### src/rtl/sdReadPkg.sv
package sdReadPkg;

    // Lane and credit sizing
    localparam int NumLanes    = 4;   // Power of two, 2 to 8
    localparam int ReqDepth    = 4;   // Also the client's initial request credits
    localparam int RespCredits = 2;

    // Sector geometry
    localparam int SectorBytes = 512;
    localparam int ByteBits    = $clog2(SectorBytes);
    localparam int SectorBits  = 14;
    localparam int WordBits    = 7;
    localparam int LaneBits    = $clog2(NumLanes);

    typedef logic [LaneBits-1:0] laneIdx_t;

    // Word address split into sector and word within the sector
    typedef struct packed {
        logic [31-SectorBits-WordBits:0] unused;
        logic [SectorBits-1:0]           sector;
        logic [WordBits-1:0]             word;
    } addrFields_t;

    // Client stores the raw word, lanes read the decoded fields
    typedef union packed {
        logic [31:0] raw;
        addrFields_t dec;
    } wordAddr_t;

    // One numbered byte of the sector being streamed
    typedef struct packed {
        logic                  valid;
        logic [SectorBits-1:0] sector;
        logic [ByteBits-1:0]   index;
        logic [7:0]            data;
        logic                  last;   // Set on byte 511
    } sectorByte_t;

    typedef struct packed {
        logic pending;
        logic done;
    } laneStat_t;

endpackage

### src/rtl/reqDispatch.sv
`timescale 1ns/1ps

module reqDispatch (
    input  logic                           Clock,
    input  logic                           rstN,
    input  logic                           reqValid,
    input  sdReadPkg::wordAddr_t           reqAddr,
    output logic                           reqCredit,
    input  sdReadPkg::laneStat_t           laneStat [sdReadPkg::NumLanes],
    output logic [sdReadPkg::NumLanes-1:0] laneLoad,
    output sdReadPkg::wordAddr_t           loadAddr
);

    localparam int PtrBits = $clog2(sdReadPkg::ReqDepth);

    sdReadPkg::wordAddr_t fifoMem [sdReadPkg::ReqDepth];
    logic [PtrBits-1:0]   wrPtr;
    logic [PtrBits-1:0]   rdPtr;
    logic [PtrBits:0]     count;
    sdReadPkg::laneIdx_t  nextLane;
    logic                 pop;

    // Lanes are filled strictly in turn so lane order is request order
    assign pop = (count != '0) && !laneStat[nextLane].pending;

    assign reqCredit = pop;   // One credit back per pop
    assign loadAddr  = fifoMem[rdPtr];

    always_comb begin
        laneLoad = '0;
        laneLoad[nextLane] = pop;
    end

    // No full check here, client credits keep the FIFO from overflowing
    always_ff @(posedge Clock) begin
        if (reqValid) begin
            fifoMem[wrPtr] <= reqAddr;
        end
    end

    always_ff @(posedge Clock or negedge rstN) begin
        if (!rstN) begin
            wrPtr    <= '0;
            rdPtr    <= '0;
            count    <= '0;
            nextLane <= '0;
        end else begin
            if (reqValid) begin
                wrPtr <= wrPtr + 1'b1;
            end
            if (pop) begin
                rdPtr    <= rdPtr + 1'b1;
                nextLane <= nextLane + 1'b1;   // Wraps at NumLanes
            end
            case ({reqValid, pop})
                2'b10:   count <= count + 1'b1;
                2'b01:   count <= count - 1'b1;
                default: count <= count;       // Idle or push and pop together
            endcase
        end
    end

endmodule

### src/rtl/respCollect.sv
`timescale 1ns/1ps

module respCollect (
    input  logic                           Clock,
    input  logic                           rstN,
    input  sdReadPkg::laneStat_t           laneStat [sdReadPkg::NumLanes],
    input  logic [31:0]                    laneWord [sdReadPkg::NumLanes],
    output logic [sdReadPkg::NumLanes-1:0] laneRelease,
    output logic                           respValid,
    output logic [31:0]                    respData,
    input  logic                           respCredit
);

    localparam int CreditBits = $clog2(sdReadPkg::RespCredits + 1);

    sdReadPkg::laneIdx_t   head;
    logic [CreditBits-1:0] credits;
    logic                  fire;

    // Only the head lane may answer, which keeps request order
    assign fire = laneStat[head].done && (credits != '0);

    always_ff @(posedge Clock) begin
        if (fire) begin
            respData <= laneWord[head];
        end
    end

    always_ff @(posedge Clock or negedge rstN) begin
        if (!rstN) begin
            head        <= '0;
            credits     <= CreditBits'(sdReadPkg::RespCredits);
            respValid   <= 1'b0;
            laneRelease <= '0;
        end else begin
            respValid   <= fire;
            laneRelease <= '0;
            if (fire) begin
                laneRelease[head] <= 1'b1;   // Same cycle as respValid
                head              <= head + 1'b1;
            end
            // Consumer return and our spend may land together
            case ({respCredit, fire})
                2'b10:   credits <= credits + 1'b1;
                2'b01:   credits <= credits - 1'b1;
                default: credits <= credits;
            endcase
        end
    end

endmodule

### src/rtl/sdWordReader.sv
`timescale 1ns/1ps

module sdWordReader (
    input  logic                 Clock,
    input  logic                 rstN,
    // Client requests
    input  logic                 reqValid,
    input  sdReadPkg::wordAddr_t reqAddr,
    output logic                 reqCredit,
    // Consumer responses
    output logic                 respValid,
    output logic [31:0]          respData,
    input  logic                 respCredit,
    // Card byte stream
    input  logic                 cardReady,
    output logic                 cardRdReq,
    output logic [31:0]          cardAddr,
    input  logic                 cardByteValid,
    input  logic [7:0]           cardByte
);

    sdReadPkg::laneStat_t             laneStat [sdReadPkg::NumLanes];
    logic [sdReadPkg::SectorBits-1:0] laneSector [sdReadPkg::NumLanes];
    logic [31:0]                      laneWord [sdReadPkg::NumLanes];
    logic [sdReadPkg::NumLanes-1:0]   laneLoad;
    logic [sdReadPkg::NumLanes-1:0]   laneRelease;
    sdReadPkg::wordAddr_t             loadAddr;
    sdReadPkg::sectorByte_t           sectorBus;   // Shared by all lanes

    reqDispatch dispatch (
        .Clock     (Clock),
        .rstN      (rstN),
        .reqValid  (reqValid),
        .reqAddr   (reqAddr),
        .reqCredit (reqCredit),
        .laneStat  (laneStat),
        .laneLoad  (laneLoad),
        .loadAddr  (loadAddr)
    );

    sectorFetch fetch (
        .Clock         (Clock),
        .rstN          (rstN),
        .cardReady     (cardReady),
        .cardRdReq     (cardRdReq),
        .cardAddr      (cardAddr),
        .cardByteValid (cardByteValid),
        .cardByte      (cardByte),
        .laneStat      (laneStat),
        .laneSector    (laneSector),
        .sectorBus     (sectorBus)
    );

    for (genvar i = 0; i < sdReadPkg::NumLanes; i++) begin : gLane
        wordCatch lane (
            .Clock       (Clock),
            .rstN        (rstN),
            .load        (laneLoad[i]),
            .loadAddr    (loadAddr),
            .releaseLane (laneRelease[i]),
            .sectorBus   (sectorBus),
            .stat        (laneStat[i]),
            .sector      (laneSector[i]),
            .word        (laneWord[i])
        );
    end

    respCollect collect (
        .Clock       (Clock),
        .rstN        (rstN),
        .laneStat    (laneStat),
        .laneWord    (laneWord),
        .laneRelease (laneRelease),
        .respValid   (respValid),
        .respData    (respData),
        .respCredit  (respCredit)
    );

endmodule

### src/rtl/sectorFetch.sv
`timescale 1ns/1ps

module sectorFetch (
    input  logic                                Clock,
    input  logic                                rstN,
    input  logic                                cardReady,
    output logic                                cardRdReq,
    output logic [31:0]                         cardAddr,
    input  logic                                cardByteValid,
    input  logic [7:0]                          cardByte,
    input  sdReadPkg::laneStat_t                laneStat [sdReadPkg::NumLanes],
    input  logic [sdReadPkg::SectorBits-1:0]    laneSector [sdReadPkg::NumLanes],
    output sdReadPkg::sectorByte_t              sectorBus
);

    typedef enum logic [1:0] {
        WaitCard,
        Idle,
        Stream
    } state_t;

    state_t                           state;
    logic [sdReadPkg::SectorBits-1:0] curSector;
    logic [sdReadPkg::ByteBits-1:0]   byteCnt;
    logic                             pickValid;
    logic [sdReadPkg::SectorBits-1:0] pickSector;

    // Lowest-index lane still waiting wins
    always_comb begin
        pickValid  = 1'b0;
        pickSector = laneSector[0];
        for (int i = sdReadPkg::NumLanes - 1; i >= 0; i--) begin
            if (laneStat[i].pending && !laneStat[i].done) begin
                pickValid  = 1'b1;
                pickSector = laneSector[i];
            end
        end
    end

    // Byte address of the sector start
    assign cardAddr = 32'(curSector) << sdReadPkg::ByteBits;

    always_ff @(posedge Clock or negedge rstN) begin
        if (!rstN) begin
            state     <= WaitCard;
            cardRdReq <= 1'b0;
            curSector <= '0;
            byteCnt   <= '0;
            sectorBus <= '0;
        end else begin
            sectorBus.valid <= 1'b0;
            case (state)
                WaitCard: begin
                    if (cardReady) state <= Idle;   // Card init finished
                end
                Idle: begin
                    if (cardReady && pickValid) begin
                        curSector <= pickSector;
                        byteCnt   <= '0;
                        cardRdReq <= 1'b1;
                        state     <= Stream;
                    end
                end
                Stream: begin
                    if (cardByteValid) begin
                        sectorBus.valid  <= 1'b1;
                        sectorBus.sector <= curSector;
                        sectorBus.index  <= byteCnt;
                        sectorBus.data   <= cardByte;
                        sectorBus.last   <= byteCnt == sdReadPkg::ByteBits'(sdReadPkg::SectorBytes - 1);
                        byteCnt          <= byteCnt + 1'b1;
                    end
                    // Drop the request once byte 511 is on the bus
                    if (sectorBus.valid && sectorBus.last) begin
                        cardRdReq <= 1'b0;
                        state     <= Idle;
                    end
                end
                default: state <= WaitCard;
            endcase
        end
    end

endmodule

### src/rtl/wordCatch.sv
`timescale 1ns/1ps

module wordCatch (
    input  logic                             Clock,
    input  logic                             rstN,
    input  logic                             load,
    input  sdReadPkg::wordAddr_t             loadAddr,
    input  logic                             releaseLane,
    input  sdReadPkg::sectorByte_t           sectorBus,
    output sdReadPkg::laneStat_t             stat,
    output logic [sdReadPkg::SectorBits-1:0] sector,
    output logic [31:0]                      word
);

    sdReadPkg::wordAddr_t addr;
    logic                 pending;
    logic                 done;
    logic [1:0]           hits;
    logic                 hit;

    // Byte belongs to this lane when sector and word slot match
    assign hit = pending && !done && sectorBus.valid
               && (sectorBus.sector == addr.dec.sector)
               && (sectorBus.index[sdReadPkg::ByteBits-1:2] == addr.dec.word);

    assign stat   = '{pending: pending, done: done};
    assign sector = addr.dec.sector;

    always_ff @(posedge Clock) begin
        if (load) begin
            addr <= loadAddr;
        end
        if (hit) begin
            // Most significant byte first within the word
            case (sectorBus.index[1:0])
                2'd0:    word[31:24] <= sectorBus.data;
                2'd1:    word[23:16] <= sectorBus.data;
                2'd2:    word[15:8]  <= sectorBus.data;
                default: word[7:0]   <= sectorBus.data;
            endcase
        end
    end

    always_ff @(posedge Clock or negedge rstN) begin
        if (!rstN) begin
            pending <= 1'b0;
            done    <= 1'b0;
            hits    <= '0;
        end else if (releaseLane) begin
            pending <= 1'b0;
            done    <= 1'b0;
            hits    <= '0;
        end else begin
            if (load) begin
                pending <= 1'b1;
                hits    <= '0;
            end
            if (hit) begin
                hits <= hits + 1'b1;
                if (hits == 2'd3) done <= 1'b1;   // Fourth byte in
            end
        end
    end

endmodule
### config.mk
export PLATFORM = sky130hd
export DESIGN_NAME = sdWordReader
export DESIGN_NICKNAME = d
export VERILOG_FILES = /design/src/rtl/sdReadPkg.sv /design/src/rtl/reqDispatch.sv /design/src/rtl/respCollect.sv /design/src/rtl/sdWordReader.sv /design/src/rtl/sectorFetch.sv /design/src/rtl/wordCatch.sv
export SDC_FILE = /design/constraint.sdc
export NUM_CORES = 1
export LEC_CHECK = 0
export BUFFER_PORTS_ARGS = -buffer_cell sky130_fd_sc_hd__buf_2
export CAP_MARGIN = 20
export CORE_UTILIZATION = 44
export CTS_CLUSTER_DIAMETER = 150
export DETAILED_ROUTE_END_ITERATION = 16
export PLACE_DENSITY_LB_ADDON = 0.15
export SLEW_MARGIN = 20
export SYNTH_ARGS = -nofsm -noshare
export SYNTH_HDL_FRONTEND = slang
export SYNTH_HIERARCHICAL = 1
export SYNTH_SLANG_ARGS = --single-unit
export TNS_END_PERCENT = 1
### constraint.sdc
create_clock -name Clock -period 3.5 [get_ports Clock]
set_input_delay 1.05 -clock Clock [delete_from_list [all_inputs] [get_ports Clock]]
set_output_delay 1.05 -clock Clock [all_outputs]
set_load 0.01 [all_outputs]
* Yosys cells after proc, flatten, opt, wreduce, memory -nomap -nowiden *
Memories as Yosys holds them, arrays and structs flattened.
Index checks and enable logic that the tools add are counted.

word-level totals
  logic and storage cells = 245
  bits in registers = 337
  input bits = 46
  RAM bits = 128
  output and inout bits = 67
  memories kept = 1

memories
  memory            words  bits a word  rd ports  clocked after memory_dff  write ports  line               RTL
  dispatch.fifoMem  4      32           1         0                         1            reqDispatch.sv:16  sdReadPkg::wordAddr_t fifoMem [sdReadPkg::ReqDepth];

operators by class
  bitwise gates (word level) = 4
  reduce and logical (&&, ||, !) cells = 76
  $lt $le $gt $ge = 6
  mux-type cells = 70
  $add $sub $neg = 13
  equal/unequal tests = 25

operator list
  kind                                                                           count
  33-bit two-way mux                                                             2
  32-bit binary-select mux with 2-bit select                                     1
  32-bit two-way mux                                                             2
  14-bit == test                                                                 4
  14-bit two-way mux                                                             4
  2-bit AND reduction                                                            22
  2-bit two-way mux                                                              17
  1-bit two-way mux                                                              32
  2-bit nonzero test                                                             16
  7-bit == test                                                                  4
  1-bit logical AND                                                              22
  2-bit by 1-bit adder with 2-bit output (second input constant)                 9
  9-bit two-way mux                                                              2
  9-bit case mux with 2 select lines                                             1
  2-bit == test (second input constant)                                          8
  3-bit nonzero test                                                             5
  9-bit by 1-bit adder with 9-bit output (second input constant)                 1
  9-bit == test (second input constant)                                          1
  3-bit AND reduction                                                            3
  2-bit binary-select mux with 2-bit select                                      2
  2-bit by 1-bit == test with 1-bit output (second input constant)               4
  3-bit >= comparator (second input constant)                                    2
  2-bit by 3-bit less-than comparator with 1-bit output (second input constant)  2
  2-bit inverter with 3-bit output                                               2
  other kinds (17)                                                               26

* Logic depth before layout (Yosys ltp) *
  word-level depth = 10
  mapped depth = 8
  gate-level depth less buffers = 7

* Modules after synthesis *
Netlist, hierarchy kept.

by module, submodules not included
  module       area each (µm²)  sequential area each (µm²)  instances  cells each
  wordCatch    2168.3           1691.6                      4          125
  reqDispatch  5216.3           4068.9                      1          219
  sectorFetch  2936.6           1476.4                      1          329
  respCollect  2177.1           1187.4                      1          105

* Worst setup path before layout *
Ideal clock, no wire load.

  path type = reg-to-reg
  start = register collect.head[1]
  end = register collect.credits[1]
  path buffers = 1
  setup slack = 0.995 ns
  period minus slack after synthesis = 2.505 ns
  library setup time = 0.075 ns
  cell stages (with the launch flop) = 7
  required time = 3.425 ns
  arrival time = 2.431 ns
  path through = dfrtp_1 buf_6 mux2i_1 o22ai_2 ha_1 nor2_1 xor2_1

on the way
  cells in the longest elaborated chain, start to end = 7
  elaborated cells between the ends (all ways) = 9
  classes of those cells = eq/ne: 2; mux: 4; bitwise: 1; reduce/logical: 2

RTL lines
  item                                                                       line               RTL
  start: declaration                                                         respCollect.sv:16  sdReadPkg::laneIdx_t head;
  start signal: assignment                                                   respCollect.sv:40  head <= head + 1'b1;
  2-bit inverter with 3-bit output (implied by the code) (*)                 respCollect.sv:21  assign fire = laneStat[head].done && (credits != '0);
  2-bit binary-select mux with 2-bit select (*)                              respCollect.sv:21
  1-bit two-way mux (implied by the code) (*) (2 in series)                  respCollect.sv:21
  1-bit logical AND (*)                                                      respCollect.sv:21
  net collect.fire                                                           respCollect.sv:18  logic fire;
  2-bit by 1-bit == test with 1-bit output or 2-bit == test (tied branches)  respCollect.sv:43  case ({respCredit, fire})
  2-bit case mux with 2 select lines or 2-bit nonzero test (tied branches)   -
  end signal: assignment                                                     respCollect.sv:44  2'b10: credits <= credits + 1'b1;
  end signal: assignment                                                     respCollect.sv:45  2'b01: credits <= credits - 1'b1;
  end signal: assignment                                                     respCollect.sv:46  default: credits <= credits;
  end: declaration                                                           respCollect.sv:17  logic [CreditBits-1:0] credits;

Mark *: on every way through the listed nets, which the timed path passes. The rest lies on a longest branch. The select of a mux whose other input is x is not followed.
A chain may end at the register's enable or synchronous reset.

* Final worst setup path *
  start = register dispatch.nextLane[0]
  end = output reqCredit

on the way
  cells in the longest elaborated chain, start to end = 6

RTL lines
  item                                                    line               RTL
  start: declaration                                      reqDispatch.sv:20  sdReadPkg::laneIdx_t nextLane;
  start signal: assignment                                reqDispatch.sv:53  nextLane <= nextLane + 1'b1;
  2-bit inverter with 3-bit output (implied by the code)  reqDispatch.sv:24  assign pop = (count != '0) && !laneStat[nextLane].pending;
  2-bit binary-select mux with 2-bit select               reqDispatch.sv:24
  2-bit two-way mux (implied by the code) (2 in series)   reqDispatch.sv:24
  1-bit logical NOT                                       reqDispatch.sv:24
  1-bit logical AND                                       reqDispatch.sv:24
  end: declaration                                        sdWordReader.sv:9  output logic reqCredit,

Every way passes these cells. The select of a mux whose other input is x is not followed.

==> impl_results.md <==
- Clock transition at the registers of the reported paths: 0.06 ns
- Starting DRC count in detailed routing: 554
- Clock skew: 0.0222 ns
- Register area: 12,200 µm²
- P_leak: 0.00691 µW
- Min-delay worst type: input pin to asynchronous set/reset pin
- Antenna violations before repair: 1
- Crit path cell chain: mux4_2, nor2_4, buf_2
- Worst EP arrival: 2.03 ns
- Vias after detailed routing: 8,746
- I/O pin total: 113
- Sw Pwr: 4120 µW
- Finished Layout Cells: 1,717
- Multi-input gate area: 4430 µm²
- FILL cells: 3,244
- Postcts setup bufs: 0
- Clk buf depth: 3
- CP Data Required Time: 2.45 ns
- Starting Density: 0.449
- CTS tree: done
- PD cells: 732 nW/µm²
- Period utilisation layout: 0.880
- Final hold violations: 0
- Worst r2r path cells: 6
- Routed length per instance: 20.0 µm
- Die width: 201 µm
- Vias per cell: 5.09
- Most frequent cells in the layout: edfxtp_1 (328), nand2_1 (126), dfrtp_1 (91), xnor2_1 (87), buf_2 (82)
- Largest net degree at the start of global routing: 75
- Max VDD drop: 0.000689 V
- Switching share of power: 0.289
- Fmax: 325 MHz
- Synthesis Warnings: 6
- Delay-heaviest family, CP: multiplexers
- CTS sink cnt: 421
- Setup TNS: 0 ns
- Synth Cell Area: 17,400 µm²
- # hold bufs at CTS: 0
- Post-Synthesis Cells: 1,098
- Fraction of layout cells with a size suffix above 1: 0.219
- Kind of critical path: register to primary output
- Relative slew slack: 0.310
- Area Growth Syn to Fin: 11.7%
- Place WS: 0.913 ns
- Seq pwr share: 0.506
- Status: complete, no violations
- Post-route DRC: 0
- Vias in the first global route: 8,910
- Die area: 40,400 µm²
- RSZ-0062 raised after global routing: no
- Max Slew Vio Count: 0
- Skew-Pair Late Insertion Delay: 0.57 ns
- Tightest Pin Transition: 1.03 ns
- Depth of the CTS H-tree: 2
- Comb power frac: 0.171
- Root buf cell: clkbuf_16
- Bufs and invs on worst path: 1
- CTS buffer count: 45
- GRT overflow: 0
- Routed Antenna Nets: 0
- Core area: 38,800 µm²
- FF-to-FF Start: fetch/sectorBus[14]$_DFFE_PN0P_
- Max-Cap Viols: 0
- DRT Pass-1 Iters: 5
- Final wirelength: 34,400 µm
- Reg2reg setup slack: 0.92 ns
- Final Net Count: 1,230
- Syn_area_per_cell: 15.9 µm²
- Critical Path Start Type: register
- Crit. End Element: primary output
- Critical path's slowest cell: mux4_2
- Placed cells: 1,634
- Tot GR Track Use: 0.176
- Commonest non-fill, non-tap cell in the layout: edfxtp_1
- Min Tclk post-route: 3.08 ns
- Critical path peak fanout: 8
- Post-layout worst setup margin: 0.420 ns
- Max stage delay on crit path: 0.60 ns
- Crit Reg-Reg Endpoint: gLane[1].lane/word[22]$_DFFE_PP_
- DP Wirelength: 21,800 µm
- Final setup violation count: 0
- Die height: 201 µm
- Count of input and output buffers: 83
- Internal Power: 10,100 µW
- Clock Power Share: 0.323
- GPL Wtd Cong: 0.765
- Post-CTS Resized: 0
- Row cnt: 72
- First-pass GRT wire length: 53,500 µm
per-stage QoR:
step | total power (µW) | util | hold slack [ns] | cell area [µm²]
5_1_grt | 15000 | 0.502 | 0.368 | 19500
3_3_place_gp | 9730 | 0.464 | 0.463 | 18000
3_5_place_dp | 9800 | 0.464 | 0.474 | 18000
4_1_cts | 14400 | 0.502 | 0.355 | 19500
2_1_floorplan | 8890 | - | 0.443 | 17500
6_report | 14300 | 0.502 | 0.373 | 19500
cell type report:
class,instances,area share
tap,518,0.0333
multi-input combinational,558,0.227
antenna,1,0.000128
timing repair buffer,118,0.0356
clock inverter,18,0.00758
inverter,19,0.00366
clock buffer,64,0.0672
sequential,421,0.625
sequential cells by signal (all words and copies together), names as in the netlist:
| name | cells |
|---|---|
| collect/credits | 2 |
| collect/head | 2 |
| collect/laneRelease | 4 |
| collect/respData | 32 |
| collect/respValid | 1 |
| dispatch/count | 3 |
| dispatch/fifoMem | 84 |
| dispatch/nextLane | 2 |
| dispatch/rdPtr | 2 |
| dispatch/wrPtr | 2 |
| fetch/byteCnt | 9 |
| fetch/cardRdReq | 1 |
| fetch/curSector | 14 |
| fetch/sectorBus | 33 |
| fetch/state | 2 |
| gLane.lane/addr | 84 |
| gLane.lane/done | 4 |
| gLane.lane/hits | 8 |
| gLane.lane/pending | 4 |
| gLane.lane/word | 128 |
worst reg2reg max path: stages, from the launching register on:
cell and delay [ns]:
dfrtp_1 0.48, xnor2_1 0.22, nand4_1 0.23, nor4_1 0.54, nand2_1 0.27, nor3_1 0.28, buf_4 0.25
worst max path at each step:
stage	startpoint	to	cells past startpoint
final	dispatch/nextLane[0]$_DFFE_PN0P_	reqCredit	3
after detailed placement	fetch/sectorBus[14]$_DFFE_PN0P_	gLane[1].lane/word[19]$_DFFE_PP_	6
after floorplan	collect/head[1]$_DFFE_PN0N_	collect/credits[1]$_DFFE_PN1P_	6
after CTS	dispatch/nextLane[0]$_DFFE_PN0P_	reqCredit	3
after global placement	fetch/sectorBus[15]$_DFFE_PN0P_	gLane[1].lane/word[19]$_DFFE_PP_	6
after global routing	dispatch/nextLane[0]$_DFFE_PN0P_	reqCredit	3
power groups by stage:
stage | logic [µW] | registers (µW) | clock network (µW)
6_report | 2430 | 7220 | 4610
5_1_grt | 2710 | 7320 | 4920
4_1_cts | 2480 | 7230 | 4730
3_5_place_dp | 2470 | 7330 | 0
3_3_place_gp | 2440 | 7290 | 0
2_1_floorplan | 1850 | 7030 | 0
per-layer routing:
| layer | vias up | track usage | part of all wire |
|---|---|---|---|
| met5 | - | 0 | 0 |
| met4 | 0 | 0.0551 | 0.020 |
| met3 | 44 | 0.0334 | 0.040 |
| met2 | 170 | 0.264 | 0.46 |
| met1 | 4426 | 0.260 | 0.48 |
| li1 | 4106 | - | - |
Note: power is estimated with default switching activity, not from simulation.
